--- config.mk ---
export PLATFORM = sky130hd
export DESIGN_NAME = sampleSequencer_flat
export DESIGN_NICKNAME = d
export VERILOG_FILES = /design/src/hw/imuPkg.sv /design/src/hw/burstIf.sv /design/src/hw/sampleSequencer.sv /design/src/flat_wrapper.sv
export SDC_FILE = /design/constraint.sdc
export NUM_CORES = 1
export LEC_CHECK = 0
export ABC_CLOCK_PERIOD_IN_PS = 1500
export BUFFER_PORTS_ARGS = -buffer_cell sky130_fd_sc_hd__buf_2
export CORE_AREA = 2 2 39 41
export DETAILED_ROUTE_END_ITERATION = 6
export DIE_AREA = 0 0 41 43
export GPL_ROUTABILITY_DRIVEN = 0
export GPL_TIMING_DRIVEN = 1
export PLACE_DENSITY = 0.54
export RECOVER_POWER = 50
export SYNTH_ARGS = -nofsm -noshare
export SYNTH_HDL_FRONTEND = slang
export SYNTH_SLANG_ARGS = --single-unit
--- constraint.sdc ---
create_clock -name clk -period 1.5 [get_ports clk]
set_clock_uncertainty 0.2 [all_clocks]
set_input_delay 0.075 -clock clk [delete_from_list [all_inputs] [get_ports clk]]
set_output_delay 0.075 -clock clk [all_outputs]
set_load 0.05 [all_outputs]
--- src/hw/imuPkg.sv ---
package imuPkg;

    ////////////////////////////////////////////////////////////
    // Sensor data types
    ////////////////////////////////////////////////////////////

    // One axis reading, two's complement as the sensor sends it
    typedef logic signed [15:0] axisWord;

    // Register address inside the sensor
    typedef logic [7:0] regAddr;

    ////////////////////////////////////////////////////////////
    // Bus address and register map
    ////////////////////////////////////////////////////////////

    // AD0 pin tied low
    localparam logic [6:0] devAddr = 7'h68;

    // First byte of each burst, X axis high byte
    localparam regAddr gyroBase = 8'h43;
    localparam regAddr accelBase = 8'h3B;

    // Three axes, two bytes each
    localparam int axisBytes = 6;

endpackage
--- src/hw/burstIf.sv ---
interface burstIf import imuPkg::*; ();

    // Request side
    logic start;
    regAddr baseAddr;

    // Return side, one pulse per received byte
    logic byteValid;
    logic [7:0] byteData;

    // End of burst, nack valid with done
    logic done;
    logic nack;

    modport control (output start, output baseAddr, input done, input nack);

    modport engine (
        input start,
        input baseAddr,
        output byteValid,
        output byteData,
        output done,
        output nack
    );

    modport monitor (input start, input byteValid, input byteData);

endinterface

--- src/hw/sampleSequencer.sv ---
module sampleSequencer import imuPkg::*; (
    input logic clk,
    input logic rst_n,
    input logic sampleReq,
    output logic sampleAck,
    output logic sampleError,
    output logic accelPhase,
    output logic commit,
    burstIf.control burst
);

    typedef enum logic [1:0] {
        idle,
        readGyro,
        readAccel,
        finish
    } seqState;

    seqState state;

    // Any nack during the current sample
    logic errorSeen;

    ////////////////////////////////////////////////////////////
    // Sample ordering, gyro first then accel
    ////////////////////////////////////////////////////////////

    always_ff @(posedge clk or negedge rst_n) begin
        if (!rst_n) begin
            state <= idle;
            errorSeen <= 1'b0;
            burst.start <= 1'b0;
        end else begin
            burst.start <= 1'b0;
            case (state)
                idle: begin
                    errorSeen <= 1'b0;
                    if (sampleReq) begin
                        state <= readGyro;
                        burst.start <= 1'b1;
                    end
                end
                readGyro: begin
                    if (burst.done) begin
                        if (burst.nack) begin
                            // Accel burst skipped on a failed gyro read
                            state <= finish;
                            errorSeen <= 1'b1;
                        end else begin
                            state <= readAccel;
                            burst.start <= 1'b1;
                        end
                    end
                end
                readAccel: begin
                    if (burst.done) begin
                        state <= finish;
                        errorSeen <= burst.nack;
                    end
                end
                default: begin
                    state <= idle;
                end
            endcase
        end
    end

    // Pointer follows the active burst
    assign accelPhase = (state == readAccel);
    assign burst.baseAddr = accelPhase ? accelBase : gyroBase;

    // Ack for one cycle, data committed only on a clean sample
    assign sampleAck = (state == finish);
    assign sampleError = sampleAck && errorSeen;
    assign commit = sampleAck && !errorSeen;

endmodule

--- src/flat_wrapper.sv ---
// flat-port wrapper written by rule: the top's interface ports become plain ports
module sampleSequencer_flat import imuPkg::*;
  (clk, rst_n, sampleReq, sampleAck, sampleError, accelPhase, commit, burst_start, burst_baseAddr, burst_done, burst_nack);
  burstIf burst_i ();
  input logic clk;
  input logic rst_n;
  input logic sampleReq;
  output logic sampleAck;
  output logic sampleError;
  output logic accelPhase;
  output logic commit;
  output wire logic [$bits(burst_i.start)-1:0] burst_start;
  output wire logic [$bits(burst_i.baseAddr)-1:0] burst_baseAddr;
  input wire logic [$bits(burst_i.done)-1:0] burst_done;
  input wire logic [$bits(burst_i.nack)-1:0] burst_nack;
  assign burst_start = burst_i.start;
  assign burst_baseAddr = burst_i.baseAddr;
  assign burst_i.done = burst_done;
  assign burst_i.nack = burst_nack;
  sampleSequencer u_core (.clk(clk), .rst_n(rst_n), .sampleReq(sampleReq), .sampleAck(sampleAck), .sampleError(sampleError), .accelPhase(accelPhase), .commit(commit), .burst(burst_i));
endmodule
## Yosys cells after proc, flatten, opt, wreduce, memory -nomap -nowiden

Cells that the tools add are included.

| operators by class | value |
|---|---|
| mux-type cells | 14 |
| equal/unequal tests | 7 |
| reduce and logical (&&, ||, !) cells | 7 |

Operators with widths:

| cell | number |
|---|---|
| inequality test 2 bit (second input constant) | 4 |
| 2-to-1 mux 1 bit | 7 |
| 2-to-1 mux 7 bit | 1 |
| 2-to-1 mux 2 bit | 3 |
| one-hot mux 2 bit (3 select lines) | 1 |
| equality test 2 bit (second input constant) | 2 |
| AND reduction 4 bit | 1 |
| one-hot mux 1 bit (3 select lines) | 1 |
| AND reduction 3 bit | 1 |
| nonzero test 3 bit | 1 |
| equality test 2 x 1 -> 1 bit (second input constant) | 1 |
| logical AND 1 bit | 2 |
| zero test 2 bit | 1 |
| one-hot mux 1 bit (2 select lines) | 1 |
| zero test 1 bit | 1 |

| storage, ports and cells | value |
|---|---|
| bits of input ports | 5 |
| word-level logic and storage cells | 31 |
| register bits after elaboration | 4 |
| output and inout bits | 13 |

## Longest topological paths before layout

Gate-level depths: netlist of the first run.

| logic depth | value |
|---|---|
| word-level depth | 3 |
| gate-level depth with buffers | 5 |

## Least setup slack after synthesis of the first run

Ideal clock, no wire load.

| timing path | value |
|---|---|
| path kind | reg-to-output |
| from | register u_core.state[1] |
| to | output commit |
| path slack | -477 ps |
| arrival time | 1702 ps |
| path buffers | 0 |
| cell stages (with the launch flop) | 3 |
| cells stage by stage | dfrtp_1 -> ha_1 -> nor2b_1 |

| between the ends | value |
|---|---|
| word-level cells in the longest chain between the ends | 2 |

RTL lines:

| what | line | RTL |
|---|---|---|
| from (decl) | sampleSequencer.sv:19 | `seqState state;` |
| from (signal assigned) | sampleSequencer.sv:30 | `state <= idle;` |
| from (signal assigned) | sampleSequencer.sv:39 | `state <= readGyro;` |
| from (signal assigned) | sampleSequencer.sv:47 | `state <= finish;` |
| equality test 2 bit | sampleSequencer.sv:73 | `assign sampleAck = (state == finish);` |
| net sampleAck | flat_wrapper.sv:8 | `output logic sampleAck;` |
| logical AND 1 bit | sampleSequencer.sv:75 | `assign commit = sampleAck && !errorSeen;` |
| to (decl) | flat_wrapper.sv:11 | `output logic commit;` |

The timed path passes the listed nets, and every way through them passes these cells.

## Final worst setup path of the first run

| timing path | value |
|---|---|
| from | register u_core.state[0] |
| to | register u_core.errorSeen |

| between the ends | value |
|---|---|
| word-level cells in the longest chain between the ends | 3 |
| elaborated cells between the ends (all ways) | 9 |
| classes of those cells | eq/ne: 5; mux: 1; reduce/logical: 3 |

RTL lines:

| what | line | RTL |
|---|---|---|
| equality test 2 x 1 -> 1 bit (tied with other cells) | sampleSequencer.sv:35 | `case (state)` |
| inequality test 2 bit (no source line) or nonzero test 3 bit (tied branches) | n/a |  |
| AND reduction 4 bit (no source line) | n/a |  |
| to (signal assigned) | sampleSequencer.sv:58 | `errorSeen <= burst.nack;` |
| to (decl) | sampleSequencer.sv:22 | `logic errorSeen;` |

Several ways; a longest one is shown, not always the timed one.
A chain may end at the register's enable or synchronous reset.

==> results of run 1 <==
cells in the mapped netlist:
master / number
a31oi_1: 1
nand2_1: 1
inv_1: 6
nand2b_1: 1
a21oi_1: 1
and2_1: 1
nor3_1: 1
a211oi_1: 1
nor2b_1: 2
mux2_1: 3
o22ai_2: 1
conb_1: 2
dfrtp_1: 4
buf_4: 7
nor2_1: 2
o21ai_0: 1
ha_1: 6
final timing paths:
path	endpoint
max in group asynchronous	u_core.state[0]
min in group asynchronous	u_core.errorSeen
hold / removal	u_core.burst.start
setup / recovery	u_core.errorSeen
hold reg to reg	u_core.errorSeen
setup reg to reg	u_core.errorSeen
layout make-up:
type | count | area, µm² | area share
Multi-Input combinational cell | 26 | 290 | 0.431
Clock buffer | 3 | 22.5 | 0.0335
Tap cell | 16 | 20.0 | 0.0297
Sequential cell | 4 | 103 | 0.152
Timing Repair Buffer | 21 | 210 | 0.312
Inverter | 6 | 27.5 | 0.0409
what timing repair did:
action                     in CTS  in global routing
hold endpoints to repair        5                  0
setup buffers                   0                  2
hold buffers                    4                  0
gates resized for setup        32                 10
pin swaps                       5                  1
gates cloned                    0                  0
setup endpoints to repair      10                 11
cell usage in the layout, fill, tap and decap left out, drive strengths merged:
cell,count
nor2,2
ha,6
clkbuf,4
o21ai,1
a21oi,1
nor3,1
mux2,3
dlygate4sd3,4
nand2,1
nand2b,1
a211oi,1
inv,6
a31oi,1
and2,1
o22ai,1
conb,4
dfrtp,4
nor2b,2
buf,16
worst register-to-register path: cells and delay by family (launching register included):
family | cells | cell delay (ns)
compound gates | 1 | 0.07
simple gates | 1 | 0.23
flops | 1 | 0.46
mux | 1 | 0.31
fa+ha+maj | 1 | 0.25
logic make-up (layout without fill, tap and decap cells):
| logic type | Yosys count | in the layout | share of synthesized area |
|---|---|---|---|
| other cells | 2 | 4 | 0.0203 |
| mux | 3 | 3 | 0.0915 |
| fa+ha+maj | 6 | 6 | 0.203 |
| flops | 4 | 4 | 0.271 |
| compound gates | 5 | 5 | 0.0983 |
| buf+inv | 13 | 30 | 0.203 |
| simple gates | 8 | 8 | 0.112 |
through the flow:
stage                     instances   util  hold WS, ns
after floorplan                  43      -       -0.421
after global placement           67  0.329       -0.317
after detailed placement         67  0.329       -0.315
after CTS                        74  0.452       0.0217
after global routing             76  0.486       0.0590
final                            76  0.486       0.0544
metal layers:
layer | vias to the layer above | routed length, µm
met5 | - | 0
met2 | 10 | 477
met1 | 146 | 328
li1 | 160 | -
met4 | 0 | 0
met3 | 0 | 37
sequential cells by signal, summed over array words and instances (netlist names):
| register | count |
|---|---|
| u_core.state | 2 |
| u_core.errorSeen | 1 |
| u_core.burst.start | 1 |
==> run summary, run 1 <==
Post-synthesis register bit count: 4
Synth Instances: 41
Peak Freq: 616 MHz
R2R depth: 4
Max-slew headroom: 0.603
Critical path class: flop to flop
# IOs: 18
Port Buf Inserts: 13
First-pass GRT wire length: 1260 µm
Core area: 1380 µm²
GR peak layer: met2
Die W: 41 µm
Crit end category: flop
Initial antenna violation count: 0
Fin. Hold Viols: 0
Critical-path top delay cell: dfrtp_2
DR WL/cell: 11.1 µm
Crit path buffers/inverters: 0
HP Class: input port to flop
Synth top area share: 0.271
Die Footprint: 1760 µm²
Clock Pin Slew Worst Setup and Hold Paths: 0.04 ns
Syn Std Cell Area: 369 µm²
Final Cycle Share: 1.08
GRT met2 Usage: 0.175
Total routed wirelength: 843 µm
Cells along the critical path: ha_1 -> nor3_2 -> a31oi_2 -> mux2_4
Nets@finish: 73
Min cycle time layout: 1.62 ns
CP required: 1.41 ns
Crit path launch type: flop
Ratio of cells with drive above 1 in the final layout: 0.683
Drt first pass iters: 2
Routed vias/inst: 4.16
Largest fanout on the critical path: 5
Starting Density: 0.267
Worst Setup Slack, final: -0.124 ns
Outcome: finished with violations
Largest net degree at the start of global routing: 6
CP max stage delay: 0.46 ns
Final instance area: 673 µm²
Total track usage: 0.109
Drc violations: 0
Reg2reg start: u_core.state[0]
CTS HTree Levels: 1
DRT iter0 DRCs: 2
Hold path start: burst_nack
Root Driver: clkbuf_4
Clock Sinks: 4
RSZ-0062 raised after global routing: yes
# setup viols final: 9
Yosys Warn Count: 0
Routed Antenna Nets: 0
Vias in the first global route: 314
CP delay by family, top: flip-flops
Total Neg Setup Slack: -0.627 ns
Routed vias: 316
Final Max Slew Viols: 0
Clock tree buffer depth: 2
Layout area overhead: 82.4%
Post-synth top area cell: dfrtp_1
Detailed placer's ending HPWL: 527 µm
GR Layer Usage met3: 0.0471
GR Layer Usage met1: 0.110
Antenna fix cells: 0
Synth cell types: 17
Max Cap Viol: 0
Violated checks: negative setup slack
CTS tree: yes
Levels on crit path: 4
Reg-to-reg setup timing slack: -0.12 ns
Critical path data arrival time: 1.54 ns
Worst-Margin Slew: 0.599 ns
Setup crit start: u_core.state[0]
CTS Buf Count: 3
Ranking of synthesized cells by area: dfrtp_1 (27%), ha_1 (20%), buf_4 (14%)
Avg Cell Area, Syn: 9.00 µm²
Overflow after GRT: 0
Pre-CTS setup slack: -0.180 ns
Std cell rows: 14
Clk_lat worst skew: 0.23 ns
Post-synthesis sequential area ratio: 0.271
Min-Delay Path Depth: 3
Filler instances: 126
Die height: 43 µm
Area after DPL: 455 µm²
Power of run 1 is not shown: default switching activity piles up to over one toggle a cycle in this logic, so the estimate is an artifact.
==> run 2, diff against run 1 <==
--- a/config.mk
+++ b/config.mk
@@ -17,3 +17,4 @@
 export SYNTH_ARGS = -nofsm -noshare
 export SYNTH_HDL_FRONTEND = slang
 export SYNTH_SLANG_ARGS = --single-unit
+export TNS_END_PERCENT = 10
==> run 2 against run 1 <==
Net effect: the flow still finishes with violations (negative setup slack); die area unchanged; worst setup slack got worse by 0.018 ns; critical path depth is 1 higher; critical endpoint is now u_core.state[0]; utilization rose by 0.81 points; sequential cell count did not move.
==> run summary, run 2 (synthesized netlist as in run 1, its figures left out) <==
Outcome: finished with violations
Violated checks: negative setup slack
CTS tree: yes
Vias in the first global route: 318
Drt first pass iters: 1
Reg-to-reg setup timing slack: -0.14 ns
Overflow after GRT: 0
Detailed placer's ending HPWL: 521 µm
Final Max Slew Viols: 0
Routed Antenna Nets: 0
Min cycle time layout: 1.64 ns
Reg2reg start: u_core.state[0]
Root Driver: clkbuf_4
Die W: 41 µm
Clk_lat worst skew: 0.23 ns
First-pass GRT wire length: 1260 µm
Levels on crit path: 5
Drc violations: 0
Biggest regs: u_core.state: 2 flops, u_core.burst.start: 1 flops, u_core.errorSeen: 1 flops
CTS Buf Count: 3
Filler instances: 131
Cells along the critical path: ha_4 -> buf_4 -> a211oi_2 -> nor2_1 -> mux2_4
Std cell rows: 14
Starting Density: 0.267
Critical-path top delay cell: dfrtp_2
Max-slew headroom: 0.611
DRT iter0 DRCs: 0
Max Cap Viol: 0
Nets@finish: 76
Clock tree buffer depth: 2
Register Area: 101 µm²
Total routed wirelength: 865 µm
Routed vias: 316
Final Cycle Share: 1.09
Routed vias/inst: 4.00
R2r endpoint: u_core.state[0]
Fin. Hold Viols: 0
Critical path data arrival time: 1.55 ns
Most frequent cells in the layout: buf_6 (10), buf_4 (5)
Critical path class: flop to flop
Crit end category: flop
Crit path launch type: flop
Largest net degree at the start of global routing: 6
# setup viols final: 10
Antenna fix cells: 0
Die Footprint: 1760 µm²
Layout area overhead: 85.4%
Initial antenna violation count: 0
Final instance area: 684 µm²
Largest fanout on the critical path: 4
Peak Freq: 609 MHz
Most common cell after layout, fill and taps aside: buf_6
Setup crit start: u_core.state[0]
Core area: 1380 µm²
Worst-Margin Slew: 0.585 ns
# IOs: 18
Largest register FFs: 2
CTS HTree Levels: 1
Fin util: 0.495
CP max stage delay: 0.45 ns
Die height: 43 µm
Crit path buffers/inverters: 1
Ratio of cells with drive above 1 in the final layout: 0.667
Multi-input combinational cell area: 302 µm²
HP Class: input port to flop
End of the critical path: u_core.state[0]
CP delay by family, top: flip-flops
DR WL/cell: 10.9 µm
RSZ-0062 raised after global routing: yes
Clock Sinks: 4
R2R depth: 5
Port Buf Inserts: 13
Pre-CTS setup slack: -0.171 ns
Worst Setup Slack, final: -0.142 ns
Area after DPL: 477 µm²
Biggest register: u_core.state
CP required: 1.41 ns
Clock Pin Slew Worst Setup and Hold Paths: 0.04 ns
Final hold slack: 0.0350 ns
Total track usage: 0.110
## run 2: changes by cell type in the layout (fill, tap and decap cells not counted), sizes merged
cell,delta
buf,+3
## run 2: worst min path at each step
stage,startpoint,end,slack [ns],cells after the start
after floorplan,rst_n,u_core.burst.start,-0.42,0
after global placement,rst_n,u_core.state[0],-0.32,1
after detailed placement,rst_n,u_core.state[1],-0.32,1
after CTS,burst_nack,u_core.burst.start,0.02,3
after global routing,burst_nack,u_core.burst.start,0.05,3
final,burst_nack,u_core.burst.start,0.04,3
## run 2: through the flow
| step | TNS, ns | std cells |
|---|---|---|
| floorplan | -0.424 | 43 |
| finish | -0.537 | 79 |
| global placement | -0.447 | 70 |
| detailed placement | -0.459 | 70 |
| CTS | -0.473 | 77 |
| global route | -1.14 | 79 |
## run 2: worst reg2reg max path, stage by stage (launching register included)
cell and delay (ns):
dfrtp_2 0.45, ha_4 0.21, buf_4 0.14, a211oi_2 0.19
nor2_1 0.06, mux2_4 0.27
## run 2: final cells by class
cell class                 instances  area share
clock buffer                       3      0.0329
timing repair buffer              24       0.313
multi-input combinational         26       0.441
tap                               16      0.0293
sequential                         4       0.148
inverter                           6      0.0366
## run 2: metal layers
layer  vias to the layer above  GRT usage  wire length (µm)
li1                        162          -                 -
met1                       140     0.0935               306
met3                         0     0.0681                56
met4                         0     0.0400                 0
met5                         -          0                 0
met2                        14      0.191               502
## run 2: timing repair
action | in CTS | in global routing
buffers inserted | 0 | 2
hold endpoints to repair | 5 | 0
pin swaps | 5 | 1
setup endpoints to repair | 11 | 11
resized for setup | 31 | 6
hold buffers | 4 | 0
Power of run 2 is left out for the same reason.
==> run 3, diff against run 2 <==
--- a/config.mk
+++ b/config.mk
@@ -5,6 +5,7 @@
 export SDC_FILE = /design/constraint.sdc
 export NUM_CORES = 1
 export LEC_CHECK = 0
+export ABC_AREA = 1
 export ABC_CLOCK_PERIOD_IN_PS = 1500
 export BUFFER_PORTS_ARGS = -buffer_cell sky130_fd_sc_hd__buf_2
 export CORE_AREA = 2 2 39 41
@@ -12,7 +13,7 @@
 export DIE_AREA = 0 0 41 43
 export GPL_ROUTABILITY_DRIVEN = 0
 export GPL_TIMING_DRIVEN = 1
-export PLACE_DENSITY = 0.54
+export PLACE_DENSITY = 0.56
 export RECOVER_POWER = 50
 export SYNTH_ARGS = -nofsm -noshare
 export SYNTH_HDL_FRONTEND = slang
==> run 3 against run 2 <==
Net effect: the flow now finishes without violations; die area stayed put; first-iteration DRC count is 6 higher; cell area is 14% lower; utilization is 6.9 points lower; clock-buffer cell count stayed put; register-to-register slack better by 0.19 ns; final cell count is 16% higher; synthesized cell count is 44% higher; worst setup slack better by 0.17 ns; worst hold slack better by 0.32 ns; global-route usage is 0.39 points lower; critical path type is now flop to primary output.
==> run summary, run 3 <==
Outcome: completed
Synth top area share: 0.250
Fin util: 0.426
Avg Cell Area, Syn: 6.79 µm²
Most common cell in the synthesized netlist: nand2_1
CP max stage delay: 0.45 ns
Total track usage: 0.106
Routed Antenna Nets: 0
Peak Freq: 677 MHz
# IOs: 18
Post-synthesis sequential area ratio: 0.250
Reg2reg start: u_core.state[1]
DR WL/cell: 8.86 µm
Max Cap Viol: 0
Cells along the critical path: inv_2 -> ha_4 -> buf_4
Clock Pin Slew Worst Setup and Hold Paths: 0.04 ns
Post-synthesis register bit count: 4
Drc violations: 0
Final Cycle Share: 0.984
Nets@finish: 89
CTS Buf Count: 3
Crit path buffers/inverters: 2
CP delay by family, top: flip-flops
CTS tree: yes
HP Class: flop to flop
Critical-path top delay cell: dfrtp_2
Post-synth top area cell: dfrtp_1
Most common cell after layout, fill and taps aside: nand2_1
Largest register FFs: 2
Multi-input combinational cell area: 245 µm²
Crit end category: primary output
Vias in the first global route: 332
Total routed wirelength: 815 µm
Most frequent cells in the layout: nand2_1 (15), inv_1 (10), dlygate4sd3_1 (5), buf_2 (5)
Biggest regs: u_core.state: 2 flops, u_core.burst.start: 1 flops, u_core.errorSeen: 1 flops
Root Driver: clkbuf_4
Starting Density: 0.289
Port Buf Inserts: 13
Clock tree buffer depth: 2
Yosys Warn Count: 0
Synth cell types: 12
DRT iter0 DRCs: 6
Initial antenna violation count: 0
Largest fanout on the critical path: 7
Detailed placer's ending HPWL: 581 µm
Die height: 43 µm
Ranking of synthesized cells by area: dfrtp_1 (25%), ha_1 (19%), nand2_1 (14%)
Synth Flop Type: dfrtp_1
Biggest register: u_core.state
Antenna fix cells: 0
Routed vias: 367
Routed vias/inst: 3.99
Post-synth EDFFs: 0
Core area: 1380 µm²
Register Area: 103 µm²
Syn Std Cell Area: 400 µm²
Hold path start: u_core.errorSeen
# setup viols final: 0
Min cycle time layout: 1.48 ns
Die Footprint: 1760 µm²
Synth cell count leaders: nand2_1 (15), inv_1 (11), buf_4 (7)
Final Max Slew Viols: 0
Setup crit start: u_core.state[0]
RSZ-0062 raised after global routing: yes
Crit path launch type: flop
Largest net degree at the start of global routing: 8
Synth Instances: 59
Filler instances: 143
Overflow after GRT: 0
Critical path class: flop to primary output
Fin. Hold Viols: 0
Critical path data arrival time: 1.20 ns
CP required: 1.22 ns
Max-slew headroom: 0.609
Worst-Margin Slew: 0.589 ns
Ratio of cells with drive above 1 in the final layout: 0.355
Layout area overhead: 47.2%
First-pass GRT wire length: 1270 µm
CTS HTree Levels: 1
Std cell rows: 14
Clock Sinks: 4
Total Neg Setup Slack: 0 ns
Die W: 41 µm
Clk_lat worst skew: 0.23 ns
Drt first pass iters: 3
Fraction of registers with async set/reset: 1.00
==> run 3: cell count changes in the layout (fill, tap and decap cells not counted), sizes merged, moves of 2 or more <==
cell and change:
a21oi +2, mux2 -3, nand2 +14, inv +6, buf -6, nor2b -2, nor2 +6
==> run 3: metrics by stage <==
stage               setup slack (ns)  cells  area (µm²)  hold slack (ns)
finish                        0.0238     92         589            0.358
global route                 -0.0555     92         589            0.387
global placement             -0.0223     83         453           -0.317
CTS                          0.00913     92         573            0.363
floorplan                    -0.0477     61         420           -0.421
detailed placement           -0.0276     83         453           -0.316
==> run 3: cell families after synthesis <==
logic type,share of synthesized area
compound gates,0.0656
buf+inv,0.244
fa+ha+maj,0.187
other cells,0.0188
simple gates,0.234
flops,0.250
==> run 3: final timing paths <==
path / endpoint / slack, ns / cells after the start
min reg2reg: u_core.errorSeen / 0.36 / 2
max reg2reg: u_core.state[1] / 0.05 / 7
min: u_core.errorSeen / 0.36 / 2
max: burst_baseAddr[3] / 0.02 / 3
min in group asynchronous: u_core.errorSeen / 0.53 / 3
max in group asynchronous: u_core.state[0] / 0.39 / 3
==> run 3: metal layers <==
layer	up-vias	GRT usage	wire length, µm
li1	197	-	-
met1	163	0.133	366
met2	7	0.163	423
met3	0	0	25
met4	0	0.0800	0
met5	-	0	0
==> run 3: repair_timing <==
action | CTS | global route
hold buffers | 5 | 0
endpoints found under the hold margin | 5 | 0
setup endpoints to repair | 10 | 9
setup buffers | 1 | 0
gates resized for setup | 13 | 4
==> run 3: layout make-up <==
type                    count  area share
inverters                  12      0.0764
flip-flops and latches      4       0.174
multi-input cells          38       0.416
well taps                  16      0.0340
clock buffers               3      0.0382
repair buffers             19       0.261
==> run 3: worst register-to-register path: stages (launching register included) <==
cell	delay [ns]
dfrtp_2	0.47
inv_1	0.10
ha_2	0.23
nor2_1	0.07
nor2_2	0.11
nor2_2	0.05
nand2_1	0.05
nand2_1	0.04
Power of run 3 is left out for the same reason.
